`config.mk`:
```
export PLATFORM = sky130hd
export DESIGN_NAME = lsu_stage
export DESIGN_NICKNAME = d
export VERILOG_FILES = /design/src/verilog/lsu_pkg.sv /design/src/verilog/lsu_issue.sv /design/src/verilog/lsu_store_align.sv /design/src/verilog/lsu_load_align.sv /design/src/verilog/lsu_writeback.sv /design/src/verilog/lsu_stage.sv
export SDC_FILE = /design/constraint.sdc
export NUM_CORES = 1
export LEC_CHECK = 0
export BUFFER_PORTS_ARGS = -buffer_cell sky130_fd_sc_hd__buf_2
export CAP_MARGIN = 20
export CORE_MARGIN = 5
export CORE_UTILIZATION = 40
export CTS_CLUSTER_DIAMETER = 120
export DETAILED_ROUTE_END_ITERATION = 8
export PLACE_DENSITY = 0.81
export SLEW_MARGIN = 20
export SYNTH_ARGS = -nofsm -noshare
export SYNTH_HDL_FRONTEND = slang
export SYNTH_SLANG_ARGS = --single-unit
export TNS_END_PERCENT = 10
```
`constraint.sdc`:
```
create_clock -name clock -period 4.65 [get_ports clock]
set_clock_uncertainty 0.1 [all_clocks]
set_input_delay 0.93 -clock clock [delete_from_list [all_inputs] [get_ports clock]]
set_output_delay 0.93 -clock clock [all_outputs]
set_load 0.02 [all_outputs]
```
`src/verilog/lsu_pkg.sv`:
```
/*
 * lsu package
 * Memory opcode and issue state encodings shared by the load/store
 * unit of the RV32 memory stage, plus the AXI response code that
 * counts as success.
 */
package lsu_pkg;

    // funct3 encoding; stores reuse lb/lh/lw as byte/half/word size
    typedef enum logic [2:0] {
        op_lb  = 3'b000,
        op_lh  = 3'b001,
        op_lw  = 3'b010,
        op_lbu = 3'b100,
        op_lhu = 3'b101
    } mem_op_e;

    typedef enum logic [1:0] {
        st_idle  = 2'b00,
        st_read  = 2'b01, // ar sent or pending, waiting on r
        st_write = 2'b10  // aw/w sent or pending, waiting on b
    } issue_state_e;

    localparam logic [1:0] resp_okay = 2'b00;

endpackage

```
`src/verilog/lsu_issue.sv`:
```
/*
 * lsu issue
 * Accepts the execute bundle and runs at most one single-beat AXI
 * read or write at a time. Reports completion with a one-cycle
 * mem_done pulse and flags a non-OKAY response as a fault.
 */
module lsu_issue
    import lsu_pkg::*;
#(
    parameter int addr_width = 32
) (
    input  logic                  clock,
    input  logic                  reset,
    input  logic                  in_valid,
    output logic                  in_ready,
    input  logic                  in_is_load,
    input  logic                  in_is_store,
    input  mem_op_e               in_op,
    input  logic [31:0]           in_alu_result,
    input  logic                  out_free,
    output logic                  mem_done,
    output logic                  mem_fault,
    output logic [31:0]           mem_load_data,
    output mem_op_e               op_q,
    output logic [1:0]            offset_q,
    output logic                  awvalid,
    input  logic                  awready,
    output logic [addr_width-1:0] awaddr,
    output logic [2:0]            awsize,
    output logic                  wvalid,
    input  logic                  wready,
    input  logic                  bvalid,
    output logic                  bready,
    input  logic [1:0]            bresp,
    output logic                  arvalid,
    input  logic                  arready,
    output logic [addr_width-1:0] araddr,
    output logic [2:0]            arsize,
    input  logic                  rvalid,
    output logic                  rready,
    input  logic [1:0]            rresp,
    input  logic [31:0]           load_data
);

    issue_state_e          state;
    logic [addr_width-1:0] addr_q;
    logic                  accept;
    logic                  r_fire;
    logic                  b_fire;

    assign in_ready = (state == st_idle) && out_free;
    assign accept   = in_valid && in_ready;
    assign r_fire   = (state == st_read) && rvalid && rready;
    assign b_fire   = (state == st_write) && bvalid && bready;

    always_ff @(posedge clock) begin
        if (reset) begin
            state   <= st_idle;
            awvalid <= 1'b0;
            wvalid  <= 1'b0;
            bready  <= 1'b0;
            arvalid <= 1'b0;
            rready  <= 1'b0;
        end else begin
            case (state)
                st_idle: begin
                    if (accept && in_is_load) begin
                        state   <= st_read;
                        arvalid <= 1'b1;
                        rready  <= 1'b1; // ready for r as soon as ar goes out
                    end else if (accept && in_is_store) begin
                        state   <= st_write;
                        awvalid <= 1'b1;
                        wvalid  <= 1'b1;
                        bready  <= 1'b1;
                    end
                end
                st_read: begin
                    if (arvalid && arready)
                        arvalid <= 1'b0;
                    if (r_fire) begin
                        rready <= 1'b0;
                        state  <= st_idle;
                    end
                end
                st_write: begin
                    if (awvalid && awready)
                        awvalid <= 1'b0;
                    if (wvalid && wready)
                        wvalid <= 1'b0;
                    if (b_fire) begin
                        bready <= 1'b0;
                        state  <= st_idle;
                    end
                end
                default: state <= st_idle;
            endcase
        end
    end

    // address and op only change for memory ops
    always_ff @(posedge clock) begin
        if (accept && (in_is_load || in_is_store)) begin
            addr_q <= in_alu_result[addr_width-1:0];
            op_q   <= in_op;
        end
    end

    always_ff @(posedge clock) begin
        if (accept)
            mem_load_data <= '0; // stays zero for stores
        else if (r_fire)
            mem_load_data <= load_data;
    end

    assign mem_done  = r_fire || b_fire;
    assign mem_fault = (r_fire && rresp != resp_okay) || (b_fire && bresp != resp_okay);

    assign offset_q = addr_q[1:0];
    assign awaddr   = addr_q;
    assign araddr   = addr_q;
    assign awsize   = {1'b0, op_q[1:0]}; // unsigned loads share the size code
    assign arsize   = {1'b0, op_q[1:0]};

    a_w_with_aw: assert property (@(posedge clock) disable iff (reset)
        $rose(wvalid) |-> awvalid);
    a_r_in_read: assert property (@(posedge clock) disable iff (reset)
        rvalid |-> state == st_read);
    a_b_in_write: assert property (@(posedge clock) disable iff (reset)
        bvalid |-> state == st_write);

endmodule

```
`src/verilog/lsu_store_align.sv`:
```
/*
 * lsu store align
 * Places the store data on the byte lanes selected by the low address
 * bits and builds the matching AXI write strobes.
 */
module lsu_store_align
    import lsu_pkg::*;
(
    input  mem_op_e     op_q,
    input  logic [1:0]  offset_q,
    input  logic [31:0] store_data_q,
    output logic [31:0] wdata,
    output logic [3:0]  wstrb
);

    logic [3:0] strb_base;

    always_comb begin
        case (op_q)
            op_lb:   strb_base = 4'b0001;
            op_lh:   strb_base = 4'b0011;
            default: strb_base = 4'b1111; // word
        endcase
    end

    assign wdata = store_data_q << {offset_q, 3'b000};
    assign wstrb = strb_base << offset_q;

    // halves stay inside one word
    always_comb begin
        if (op_q == op_lh || op_q == op_lhu)
            a_half_aligned: assert #0 (!offset_q[0]);
    end

endmodule

```
`src/verilog/lsu_load_align.sv`:
```
/*
 * lsu load align
 * Picks the addressed byte or half out of the AXI read data and
 * sign- or zero-extends it by the load opcode. Words pass unchanged.
 */
module lsu_load_align
    import lsu_pkg::*;
(
    input  mem_op_e     op_q,
    input  logic [1:0]  offset_q,
    input  logic [31:0] rdata,
    output logic [31:0] load_data
);

    logic [7:0]  sel_byte;
    logic [15:0] sel_half;

    assign sel_byte = rdata[{offset_q, 3'b000} +: 8];
    assign sel_half = rdata[{offset_q[1], 4'b0000} +: 16]; // lower or upper half

    always_comb begin
        case (op_q)
            op_lb: begin
                load_data = {{24{sel_byte[7]}}, sel_byte};
            end
            op_lh: begin
                load_data = {{16{sel_half[15]}}, sel_half};
            end
            op_lbu: begin
                load_data = {24'd0, sel_byte};
            end
            op_lhu: begin
                load_data = {16'd0, sel_half};
            end
            default: begin
                load_data = rdata;
            end
        endcase
    end

endmodule

```
`src/verilog/lsu_writeback.sv`:
```
/*
 * lsu writeback
 * Output register toward writeback. Holds the pass-through fields
 * from acceptance and presents the result until out_ready takes it.
 * Memory ops become valid on the mem_done pulse.
 */
module lsu_writeback (
    input  logic        clock,
    input  logic        reset,
    input  logic        in_fire,
    input  logic        in_is_mem,
    input  logic [31:0] in_pc,
    input  logic [4:0]  in_rd,
    input  logic        in_reg_wen,
    input  logic [31:0] in_alu_result,
    input  logic        mem_done,
    input  logic        mem_fault,
    input  logic [31:0] mem_load_data,
    output logic        out_free,
    output logic        out_valid,
    input  logic        out_ready,
    output logic [31:0] out_pc,
    output logic [4:0]  out_rd,
    output logic        out_reg_wen,
    output logic [31:0] out_wb_data,
    output logic        out_fault
);

    logic        is_mem_q;
    logic [31:0] alu_q;

    assign out_free = !out_valid || out_ready; // empty or draining now

    always_ff @(posedge clock) begin
        if (reset)
            out_valid <= 1'b0;
        else if (in_fire)
            out_valid <= !in_is_mem; // memory ops wait for the bus
        else if (mem_done)
            out_valid <= 1'b1;
        else if (out_ready)
            out_valid <= 1'b0;
    end

    always_ff @(posedge clock) begin
        if (in_fire) begin
            out_pc      <= in_pc;
            out_rd      <= in_rd;
            out_reg_wen <= in_reg_wen;
            alu_q       <= in_alu_result;
            is_mem_q    <= in_is_mem;
            out_fault   <= 1'b0;
        end else if (mem_done) begin
            out_fault <= mem_fault;
        end
    end

    // load data already zero for stores
    assign out_wb_data = is_mem_q ? mem_load_data : alu_q;

    a_done_when_empty: assert property (@(posedge clock) disable iff (reset)
        mem_done |-> !out_valid);

endmodule

```
`src/verilog/lsu_stage.sv`:
```
/*
 * lsu stage
 * Memory stage of the RV32 pipeline. Connects the issue, alignment
 * and writeback blocks, keeps the captured store data and ties the
 * fixed single-beat AXI4 fields.
 */
module lsu_stage
    import lsu_pkg::*;
#(
    parameter int addr_width = 32
) (
    input  logic                  clock,
    input  logic                  reset,
    input  logic                  in_valid,
    output logic                  in_ready,
    input  logic [31:0]           in_pc,
    input  logic [4:0]            in_rd,
    input  logic                  in_reg_wen,
    input  logic                  in_is_load,
    input  logic                  in_is_store,
    input  mem_op_e               in_op,
    input  logic [31:0]           in_alu_result,
    input  logic [31:0]           in_store_data,
    output logic                  out_valid,
    input  logic                  out_ready,
    output logic [31:0]           out_pc,
    output logic [4:0]            out_rd,
    output logic                  out_reg_wen,
    output logic [31:0]           out_wb_data,
    output logic                  out_fault,
    output logic                  awvalid,
    input  logic                  awready,
    output logic [addr_width-1:0] awaddr,
    output logic [3:0]            awid,
    output logic [7:0]            awlen,
    output logic [2:0]            awsize,
    output logic [1:0]            awburst,
    output logic                  wvalid,
    input  logic                  wready,
    output logic [31:0]           wdata,
    output logic [3:0]            wstrb,
    output logic                  wlast,
    input  logic                  bvalid,
    output logic                  bready,
    input  logic [1:0]            bresp,
    output logic                  arvalid,
    input  logic                  arready,
    output logic [addr_width-1:0] araddr,
    output logic [3:0]            arid,
    output logic [7:0]            arlen,
    output logic [2:0]            arsize,
    output logic [1:0]            arburst,
    input  logic                  rvalid,
    output logic                  rready,
    input  logic [31:0]           rdata,
    input  logic [1:0]            rresp
);

    logic        in_fire;
    logic        out_free;
    logic        mem_done;
    logic        mem_fault;
    logic [31:0] mem_load_data;
    logic [31:0] load_data;
    logic [31:0] store_data_q;
    mem_op_e     op_q;
    logic [1:0]  offset_q;

    assign in_fire = in_valid && in_ready;

    always_ff @(posedge clock) begin
        if (in_fire && in_is_store)
            store_data_q <= in_store_data;
    end

    // single beat, fixed burst, id 0
    assign awid    = 4'd0;
    assign awlen   = 8'd0;
    assign awburst = 2'b00;
    assign arid    = 4'd0;
    assign arlen   = 8'd0;
    assign arburst = 2'b00;
    assign wlast   = wvalid;

    lsu_issue #(
        .addr_width(addr_width)
    ) i_issue (
        .clock, .reset, .in_valid, .in_ready, .in_is_load, .in_is_store, .in_op,
        .in_alu_result, .out_free, .mem_done, .mem_fault, .mem_load_data,
        .op_q, .offset_q, .awvalid, .awready, .awaddr, .awsize, .wvalid, .wready,
        .bvalid, .bready, .bresp, .arvalid, .arready, .araddr, .arsize,
        .rvalid, .rready, .rresp, .load_data
    );

    lsu_store_align i_store_align (
        .op_q, .offset_q, .store_data_q, .wdata, .wstrb
    );

    lsu_load_align i_load_align (
        .op_q, .offset_q, .rdata, .load_data
    );

    lsu_writeback i_writeback (
        .clock, .reset, .in_fire,
        .in_is_mem(in_is_load || in_is_store),
        .in_pc, .in_rd, .in_reg_wen, .in_alu_result, .mem_done, .mem_fault,
        .mem_load_data, .out_free, .out_valid, .out_ready, .out_pc, .out_rd,
        .out_reg_wen, .out_wb_data, .out_fault
    );

endmodule

```
==> results.md, run 1 <==
* Status: finished, final reports clean
* Startpoint types: register
* Nets@finish at 1036
* Final period utilization at 70.9%
* # clock sinks at 179
* Adder-cell area share of the yosys netlist at 0%
* I/O Buffers at 334
* DRT iter0 DRCs at 418
* Boundary Pins at 365
* Post-route setup TNS at 0 ps
* Finished Layout Cells at 1160
* TritonCTS clock tree: yes
* Max H-tree Level at 4
* Synth Warn # at 0
* Post-route ant nets at 0
* Row count at 50
* Max Root-Sink Buffers at 2
* Crit-path cells: buf_4 -> mux2i_1 -> o21ai_0 -> buf_2
* Post-synthesis compound-gate area fraction at 10.0%
* Crit Path Class: register to primary output
* Chip height at 149 um
* Initial antenna violation count at 2
* Placed Area at 9210 um^2
* Core footprint at 18800 um^2
* Post-Syn Area at 7720 um^2
* Top_reg_cell synth: edfxtp_1
* Final-report max-slew violation count at 0
* Clock root buffer master: clkbuf_16
* Synth cell count leaders: edfxtp_1, buf_4, nand2_1
* Crit-path max cell delay at 690 ps
* Worst EP arrival at 2270 ps
* Initial Utilization at 41.0%
* Design area at 9810 um^2
* Post-synthesis mux area share at 8.09%
* DR vias at 5716
* Global Route Usage Sum at 19.4%
* Worst skew pair latency at 430 ps
* Yosys reg bits at 179
* Inserted Clock Buffers at 17
* Max-slew headroom at 31.0%
* Synth area leader: edfxtp_1
* Final Hold Vio Count at 0
* WP data required at 3620 ps
* Yosys cell types at 48
* Drt pass-1 iters at 6
* PwrDens at 408 nW/um^2
* Setup Buffers After CTS at 0
* Critical-path maximum fanout at 35
* Top post-synthesis cells by area: edfxtp_1, dfxtp_1, buf_4, mux2_2, mux2i_1
* DIE WIDTH at 149 um
* Number of flops mapped to enable cells by yosys at 138
* Vias in the first global route at 5615
* Largest net degree at the start of global routing at 62
* DIE AREA at 22200 um^2
* Synth Area in XOR/XNOR at 0%
* Share of the synthesized area in the top cell type at 53.7%
* Minimum clock period at 3300 ps
* # DRC at 0
* WP buf/inv at 2
* Clock-pin slew on the worst setup and hold paths at 80 ps
* # setup viols final at 0
* Top-count cell post-synth: edfxtp_1
* Syn-to-layout area delta at 27.1%
* Post-synthesis async set-or-reset flop share at 0%
* VDD IR-drop max at 0.000247 V
* Main combinational cell family by area after synthesis: compound AO/OA/AOI/OAI gates
* Resized cells post-CTS at 0
* WL final at 22.3 mm
* Max_cap viols at 0
* Top cell family by delay on the critical path: buffers and inverters
* GR Overflow Total at 0
* First-pass GRT wire length at 32.9 mm
* F_max at 303 MHz
* Post-DR wirelength/cell at 19.2 um
* Detail Placement HPWL at 16.5 mm
* CP max stage cell: edfxtp_1
* Placed Instances at 1125
* Area share of and/or/nand/nor cells after synthesis at 8.44%
* Final GP Congestion at 0.826
* Slew @ Worst Pin at 1030 ps
* Hold Crit Class: register to register
* Sequential-to-total area share from yosys stat at 64.3%
* Share of post-route cells with drive strength above 1 at 46.4%
* Crit end category: primary output
* Syn Inst Count at 599
* Hold_buf cts at 0
* Syn avg cell area at 12.9 um^2
* Unrepaired setup endpoints after global routing: false
* Via density at 4.93
* Pleak at 4.18 nW
==> tightest hold or removal path: stages (launching register included) <==
cell and delay [ps]:
dfxtp_1 310, nand2_1 50, a21oi_1 50
==> cells in the final DEF, fill, tap and decap left out, types with 2 or more instances in the layout <==
master,synthesis,routed
diode_2,0,3
nand2_1,52,52
a221oi_1,2,2
clkinv_8,0,3
a211oi_1,14,14
inv_1,6,5
nand2b_1,2,2
a21oi_1,37,37
clkbuf_16,0,17
mux2_2,33,33
o21ai_0,39,39
nor4_1,5,5
o2bb2ai_1,2,2
nand3_1,4,4
buf_4,70,8
nor2_1,16,16
nor2b_1,19,18
dfxtp_1,41,41
and2_1,11,10
a31oi_1,2,2
clkinv_4,0,3
a2111oi_0,2,2
and4b_1,2,2
inv_8,0,7
edfxtp_1,138,138
buf_2,11,334
conb_1,1,30
a311oi_1,8,8
o32ai_1,6,6
nor3_1,6,6
or3_1,6,6
mux2i_1,23,23
==> registers in the layout (all words and copies together), names as in the netlist <==
signal and flops:
i_writeback.out_fault 1, i_issue.awvalid 1, i_writeback.is_mem_q 1, i_writeback.out_pc 32
i_issue.state 2, i_issue.arvalid 1, i_writeback.alu_q 32, i_issue.rready 1
i_writeback.out_valid 1, i_writeback.out_reg_wen 1, store_data_q 32, i_issue.wvalid 1
i_issue.mem_load_data 32, i_writeback.out_rd 5, i_issue.araddr 32, i_issue.bready 1
i_issue.op_q 3
==> path summary, 6_finish.rpt <==
| check | from | endpoint | slack (ps) | cells past startpoint |
|---|---|---|---|---|
| worst max-delay path | i_issue.araddr[0] | wdata[17] | 1350 | 4 |
| worst min-delay path | i_issue.arvalid | i_issue.arvalid | 360 | 2 |
| worst max register to register | i_issue.state[0] | i_writeback.out_valid | 2040 | 6 |
| worst min register to register | i_issue.arvalid | i_issue.arvalid | 360 | 2 |
==> kinds of logic (layout without fill, tap and decap cells) <==
logic type	Yosys count	in the layout
other cells	1	33
buf+inv	111	380
flops	179	179
mux	57	57
simple gates	129	129
compound gates	122	122
==> metrics by stage <==
step	hold slack (ps)	utilization, %	total power, mW	setup slack [ps]
finish	363	52.1	4.01	1350
global route	387	52.1	4.18	1220
CTS	367	52.0	4.04	1360
detailed placement	352	48.9	2.62	1250
global placement	347	48.9	2.61	1390
floorplan	337	-	2.40	532
==> power breakdown <==
part	internal, mW	switching (mW)
registers	1.86	0.0526
clock network	0.728	0.691
logic	0.219	0.452
total	2.81	1.20
==> layer usage <==
layer | track usage, % | routed length [um] | vias up
met2 | 32.5 | 11300 | 253
met5 | 0 | 0 | -
met4 | 6.54 | 403 | 0
met1 | 25.4 | 9120 | 2734
li1 | - | - | 2699
met3 | 3.80 | 1470 | 30
==> area by class of cell <==
| type | count | area [um^2] |
|---|---|---|
| inverter | 6 | 23.8 |
| multi-input combinational | 338 | 2170 |
| sequential | 179 | 4960 |
| fill | 1654 | 9020 |
| clock buffer | 18 | 429 |
| antenna | 3 | 7.51 |
| clock inverter | 14 | 163 |
| timing repair buffer | 342 | 1730 |
| tap | 260 | 325 |
No activity file was read; power rests on OpenSTA's default activity.
==> inputs of run 2 (changes only) <==
Settings changed: ABC_AREA set to 1, PLACE_DENSITY 0.81 to 0.84.
Clock period 4.65 ns to 2.8 ns, I/O delays scaled along.
==> run 2 against run 1 <==
Compared with the run above:
- via count up 11%
- sequential power rose by 65%
- global-route usage hardly changed
- critical path type unchanged
- critical path depth up 1
- combinational power rose by 82%
- sequential share of layout area decreased by 1.9 points
- wire length rose by 4.8%
- critical endpoint unchanged
- design area rose by 4.0%
- area after synthesis up 4.6%
- final cell count rose by 15%
==> results.md, run 2 <==
* Top_reg_cell synth: edfxtp_1
* Top-count cell post-synth: edfxtp_1
* Clock-pin slew on the worst setup and hold paths at 80 ps
* I/O Buffers at 334
* Number of flops mapped to enable cells by yosys at 138
* Reg2reg end: i_issue.araddr[9]
* DR vias at 6345
* TritonCTS clock tree: yes
* Unrepaired setup endpoints after global routing: false
* Most frequent cells in the layout: buf_2, edfxtp_1, nand2_1, o21ai_0, a21oi_1
* Hold Crit Class: input pin to register
* # setup viols final at 0
* Yosys reg bits at 179
* First-pass GRT wire length at 35.1 mm
* Status: finished, final reports clean
* WL final at 23.3 mm
* Post-synthesis compound-gate area fraction at 13.6%
* Worst skew pair latency at 430 ps
* Power Total at 6.81 mW
* Resized cells post-CTS at 0
* Syn avg cell area at 10.7 um^2
* Hold path depth at 1
* WP buf/inv at 3
* Crit-path max cell delay at 380 ps
* Core footprint at 20000 um^2
* Post-Syn Area at 8070 um^2
* Post-route setup TNS at 0 ps
* # DRC at 0
* Setup Buffers After CTS at 0
* DIE AREA at 23100 um^2
* DRT iter0 DRCs at 560
* Synth Area in XOR/XNOR at 0%
* Syn Inst Count at 752
* Max H-tree Level at 4
* VDD IR-drop max at 0.000413 V
* Worst EP arrival at 1920 ps
* Synth area leader: edfxtp_1
* Chip height at 152 um
* Crit Path Class: register to primary output
* Worst Hold Path EP: i_writeback.out_pc[9]
* Startpoint types: register
* Minimum clock period at 2580 ps
* F_max at 388 MHz
* Top post-synthesis cells by area: edfxtp_1, dfxtp_1, buf_4, o21ai_0, a21oi_1
* Synth cell count leaders: edfxtp_1, nand2_1, o21ai_0
* Largest net degree at the start of global routing at 45
* R2R setup slack at 830 ps
* Area occupied by multi-input gates at 2150 um^2
* Main combinational cell family by area after synthesis: compound AO/OA/AOI/OAI gates
* Crit end category: primary output
* Drt pass-1 iters at 5
* Final GP Congestion at 0.915
* Vias in the first global route at 6122
* Crit-path cells: inv_1 -> buf_4 -> nand2_1 -> o21ai_0 -> buf_2
* Design area at 10200 um^2
* Max Root-Sink Buffers at 2
* Final-report max-slew violation count at 0
* GR Overflow Total at 0
* DIE WIDTH at 152 um
* Post-route ant nets at 0
* Hold_buf cts at 0
* Inserted Clock Buffers at 17
* CP Depth at 5
* Fin Hold WS at 203 ps
* Share of post-route cells with drive strength above 1 at 42.1%
* Detail Placement HPWL at 17.9 mm
* WP data required at 2140 ps
* Initial antenna violation count at 10
* Yosys cell types at 38
* Pleak at 4.64 nW
* Nets@finish at 1195
* Critical-path maximum fanout at 39
* Row count at 52
* CP max stage cell: edfxtp_1
* Post-synthesis mux area share at 2.23%
* Hold wc startpoint: in_pc[9]
* Top cell family by delay on the critical path: buffers and inverters
* Initial Utilization at 40.3%
* Adder-cell area share of the yosys netlist at 0%
* Commonest non-fill, non-tap cell in the layout: buf_2
* Final period utilization at 92.0%
* Area share of and/or/nand/nor cells after synthesis at 9.31%
* Storage cell area at 4960 um^2
* Via density at 4.76
* Worst flop-to-flop path startpoint: i_issue.state[0]
* Boundary Pins at 365
* Final Hold Vio Count at 0
* Sequential-to-total area share from yosys stat at 61.5%
* Placed Area at 9570 um^2
* Post-DR wirelength/cell at 17.5 um
* PwrDens at 667 nW/um^2
* Max_cap viols at 0
* Share of the synthesized area in the top cell type at 51.3%
* Worst R2R Path Depth at 7
* Synth Warn # at 0
* # clock sinks at 179
* Global Route Usage Sum at 19.4%
* # fillers at 1856
* Clock root buffer master: clkbuf_16
* Syn-to-layout area delta at 26.4%
* Post-synthesis async set-or-reset flop share at 0%
run 2: cell count changes after synthesis, moves of 14 or more:
cell and change:
a211oi_1 -14, mux2i_1 -23, nor2_1 +30, o21ai_1 +14, o21ai_0 +43, a21oi_1 +38
nand2_1 +45, mux2_2 -17, a21oi_2 +16, inv_1 +68, nor2b_1 -19
run 2: where the power goes:
group | switching [mW] | internal [mW] | leakage, nW
Sequential | 0.0777 | 3.09 | 1.64
Combinational | 0.839 | 0.384 | 2.70
Clock | 1.13 | 1.29 | 0.301
run 2: area by class of cell:
| cell class | instances | area share, % |
|---|---|---|
| inverters | 81 | 3.13 |
| repair buffers | 347 | 17.7 |
| clock buffers | 17 | 4.17 |
| clock inverters | 15 | 1.85 |
| well taps | 270 | 3.31 |
| multi-input cells | 417 | 21.0 |
| diodes | 6 | 0.147 |
| flip-flops and latches | 179 | 48.7 |
run 2: worst max path at each step:
stage | from | end | slack, ps
after floorplan | i_issue.araddr[1] | wdata[0] | 290
after global placement | out_ready | i_issue.araddr[29] | 670
after detailed placement | out_ready | i_issue.araddr[31] | 630
after CTS | i_issue.op_q[0] | wstrb[2] | 230
after global routing | i_issue.op_q[0] | wstrb[2] | 30
final | i_issue.araddr[0] | wdata[17] | 220
run 2: worst register-to-register path: stages (launching register included):
cell and delay [ps]:
dfxtp_1 410, nor2_4 160, and2_4 200, nand2_8 100, inv_4 230, nand2_2 80
inv_2 60, buf_4 290
run 2: per-stage QoR:
stage                     instances  utilization, %  setup slack, ps
after floorplan                 781               -              293
after global placement         1294            47.8              666
after detailed placement       1294            47.8              633
after CTS                      1326            50.8              227
after global routing           1332            50.9             25.6
final                          1332            50.9              223
run 2: cells by family (layout without fill, tap and decap cells):
| logic type | after synthesis | after routing |
|---|---|---|
| other | 1 | 36 |
| AO/OA/AOI/OAI | 200 | 200 |
| AND/OR/NAND/NOR | 171 | 171 |
| buffers and inverters | 185 | 460 |
| multiplexers | 16 | 16 |
| flip-flops | 179 | 179 |
run 2: metal layers:
layer | part of all wire [%] | global-route usage [%]
met3 | 7.8 | 5.97
met1 | 40 | 24.5
met4 | 1.5 | 6.21
met2 | 50 | 32.2
met5 | 0.19 | 0
==> inputs of run 3 (changes only) <==
Settings changed: CELL_PAD_IN_SITES_DETAIL_PLACEMENT set to 0, CELL_PAD_IN_SITES_GLOBAL_PLACEMENT set to 2, CORE_UTILIZATION 40 to 25, PLACE_DENSITY 0.84 to 0.87.
==> run 3 against run 2 <==
Compared with the run above:
- first-iteration DRC count decreased by 45%
- worst setup slack worse by 52 ps
- design area increased by 1.2%
- critical path depth did not move
- flip-flop and latch count is the same
- fmax decreased by 2.0%
- highest routed layer unchanged
==> results.md, run 3 (synthesized netlist as in run 2, its figures left out) <==
* Status: finished, final reports clean
* Most frequent cells in the layout: buf_2, edfxtp_1, nand2_1, o21ai_0, a21oi_1
* Max Root-Sink Buffers at 2
* I/O Buffers at 334
* Drt pass-1 iters at 5
* Worst skew pair latency at 430 ps
* # DRC at 0
* R2R setup slack at 900 ps
* Share of post-route cells with drive strength above 1 at 42.3%
* Hold path depth at 1
* Post-route ant nets at 0
* Critical-path maximum fanout at 27
* Row count at 65
* Combinational Power Share at 18.3%
* Max-slew headroom at 62.0%
* Hold Crit Class: input pin to register
* Boundary Pins at 365
* Resized cells post-CTS at 0
* Final-report max-slew violation count at 0
* DIE AREA at 36000 um^2
* Hold wc startpoint: in_pc[10]
* Final GP Congestion at 0.820
* Worst Hold Path EP: i_writeback.out_pc[10]
* Max H-tree Level at 4
* Initial Utilization at 25.5%
* Clock root buffer master: clkbuf_16
* F_max at 380 MHz
* Largest net degree at the start of global routing at 56
* Internal at 4.65 mW
* Startpoint types: register
* Pleak at 4.62 nW
* Clock-pin slew on the worst setup and hold paths at 80 ps
* TritonCTS clock tree: yes
* VDD IR-drop max at 0.000358 V
* DRT iter0 DRCs at 307
* Detail Placement HPWL at 19.4 mm
* Final period utilization at 93.9%
* Sw Share at 30.6%
* First-pass GRT wire length at 36.1 mm
* Slew @ Worst Pin at 569 ps
* Power Total at 6.70 mW
* Global Route Usage Sum at 13.3%
* Nets@finish at 1199
* Syn-to-layout area delta at 27.9%
* DR vias at 6129
* Initial antenna violation count at 12
* PwrDens at 649 nW/um^2
* Post-route setup TNS at 0 ps
* DIE WIDTH at 190 um
* Crit Path Class: register to primary output
* WP data required at 2140 ps
* # fillers at 3286
* Clk network pwr share at 34.5%
* Unrepaired setup endpoints after global routing: false
* Via density at 4.17
* Final Hold Vio Count at 0
* Vias in the first global route at 6016
* # clock sinks at 179
* Core footprint at 31700 um^2
* Reg2reg end: i_writeback.out_pc[26]
* Worst R2R Path Depth at 5
* Worst flop-to-flop path startpoint: i_issue.state[0]
* WL final at 25.2 mm
* Crit end category: primary output
* NetSw at 2.05 mW
* Seq pwr share at 47.2%
* Minimum clock period at 2630 ps
* Inserted Clock Buffers at 17
* Max_cap viols at 0
* # setup viols final at 0
* Worst EP arrival at 1970 ps
* Chip height at 190 um
* GR Overflow Total at 0
* Post-DR wirelength/cell at 17.2 um
* Commonest non-fill, non-tap cell in the layout: buf_2
==> run 3: power groups by stage <==
stage          sequential, mW  clock (mW)  combinational (mW)
4_1_cts                  3.16        2.41                1.24
3_5_place_dp             3.22           0                1.24
3_3_place_gp             3.22           0                1.23
6_report                 3.16        2.31                1.23
2_1_floorplan            3.33           0               0.735
5_1_grt                  3.18        2.52                1.33
==> run 3: cell type report <==
type	count	area [um^2]	share of cell area (%)
Sequential cell	179	4960	48.1
Antenna cell	7	17.5	0.170
Tap cell	402	503	4.87
Multi-Input combinational cell	417	2150	20.8
Timing Repair Buffer	351	1810	17.5
Clock inverter	15	139	1.34
Clock buffer	17	425	4.12
Inverter	81	319	3.09
==> run 3: timing repair <==
item                       in CTS  in global routing
hold buffers                    0                  0
setup endpoints to repair       0                  1
setup buffers                   0                  2
==> run 3: critical path, cell delays in order (launching register included) <==
cell      delay [ps]
edfxtp_1         560
inv_4            330
o21ai_0          180
o22ai_1          240
inv_1             70
buf_2            160
==> run 3: how the worst max path moves through the flow <==
stage	end	start	slack [ps]
after floorplan	wdata[0]	i_issue.araddr[1]	290
after global placement	wstrb[2]	i_issue.op_q[0]	570
after detailed placement	wstrb[2]	i_issue.op_q[0]	590
after CTS	wstrb[2]	i_issue.op_q[0]	100
after global routing	wstrb[2]	i_issue.op_q[1]	10
final	wstrb[2]	i_issue.araddr[1]	170
==> run 3: stage by stage <==
step                std cells  hold WS, ps  setup WS [ps]  instance area, um^2  util (%)
finish                   1469          198            171                10300      32.6
floorplan                 781          395            293                 8180         -
global placement         1428          354            573                 9730      30.7
detailed placement       1428          361            585                 9730      30.7
CTS                      1460          167            102                10300      32.5
global route             1468          160           12.8                10300      32.5
==> run 3: metal layers <==
metal	GRT usage, %	vias up	routed length, um
li1	-	3055	-
met5	0	-	56
met2	22.3	198	12300
met1	16.4	2820	10700
met3	3.60	46	1510
met4	5.34	10	696
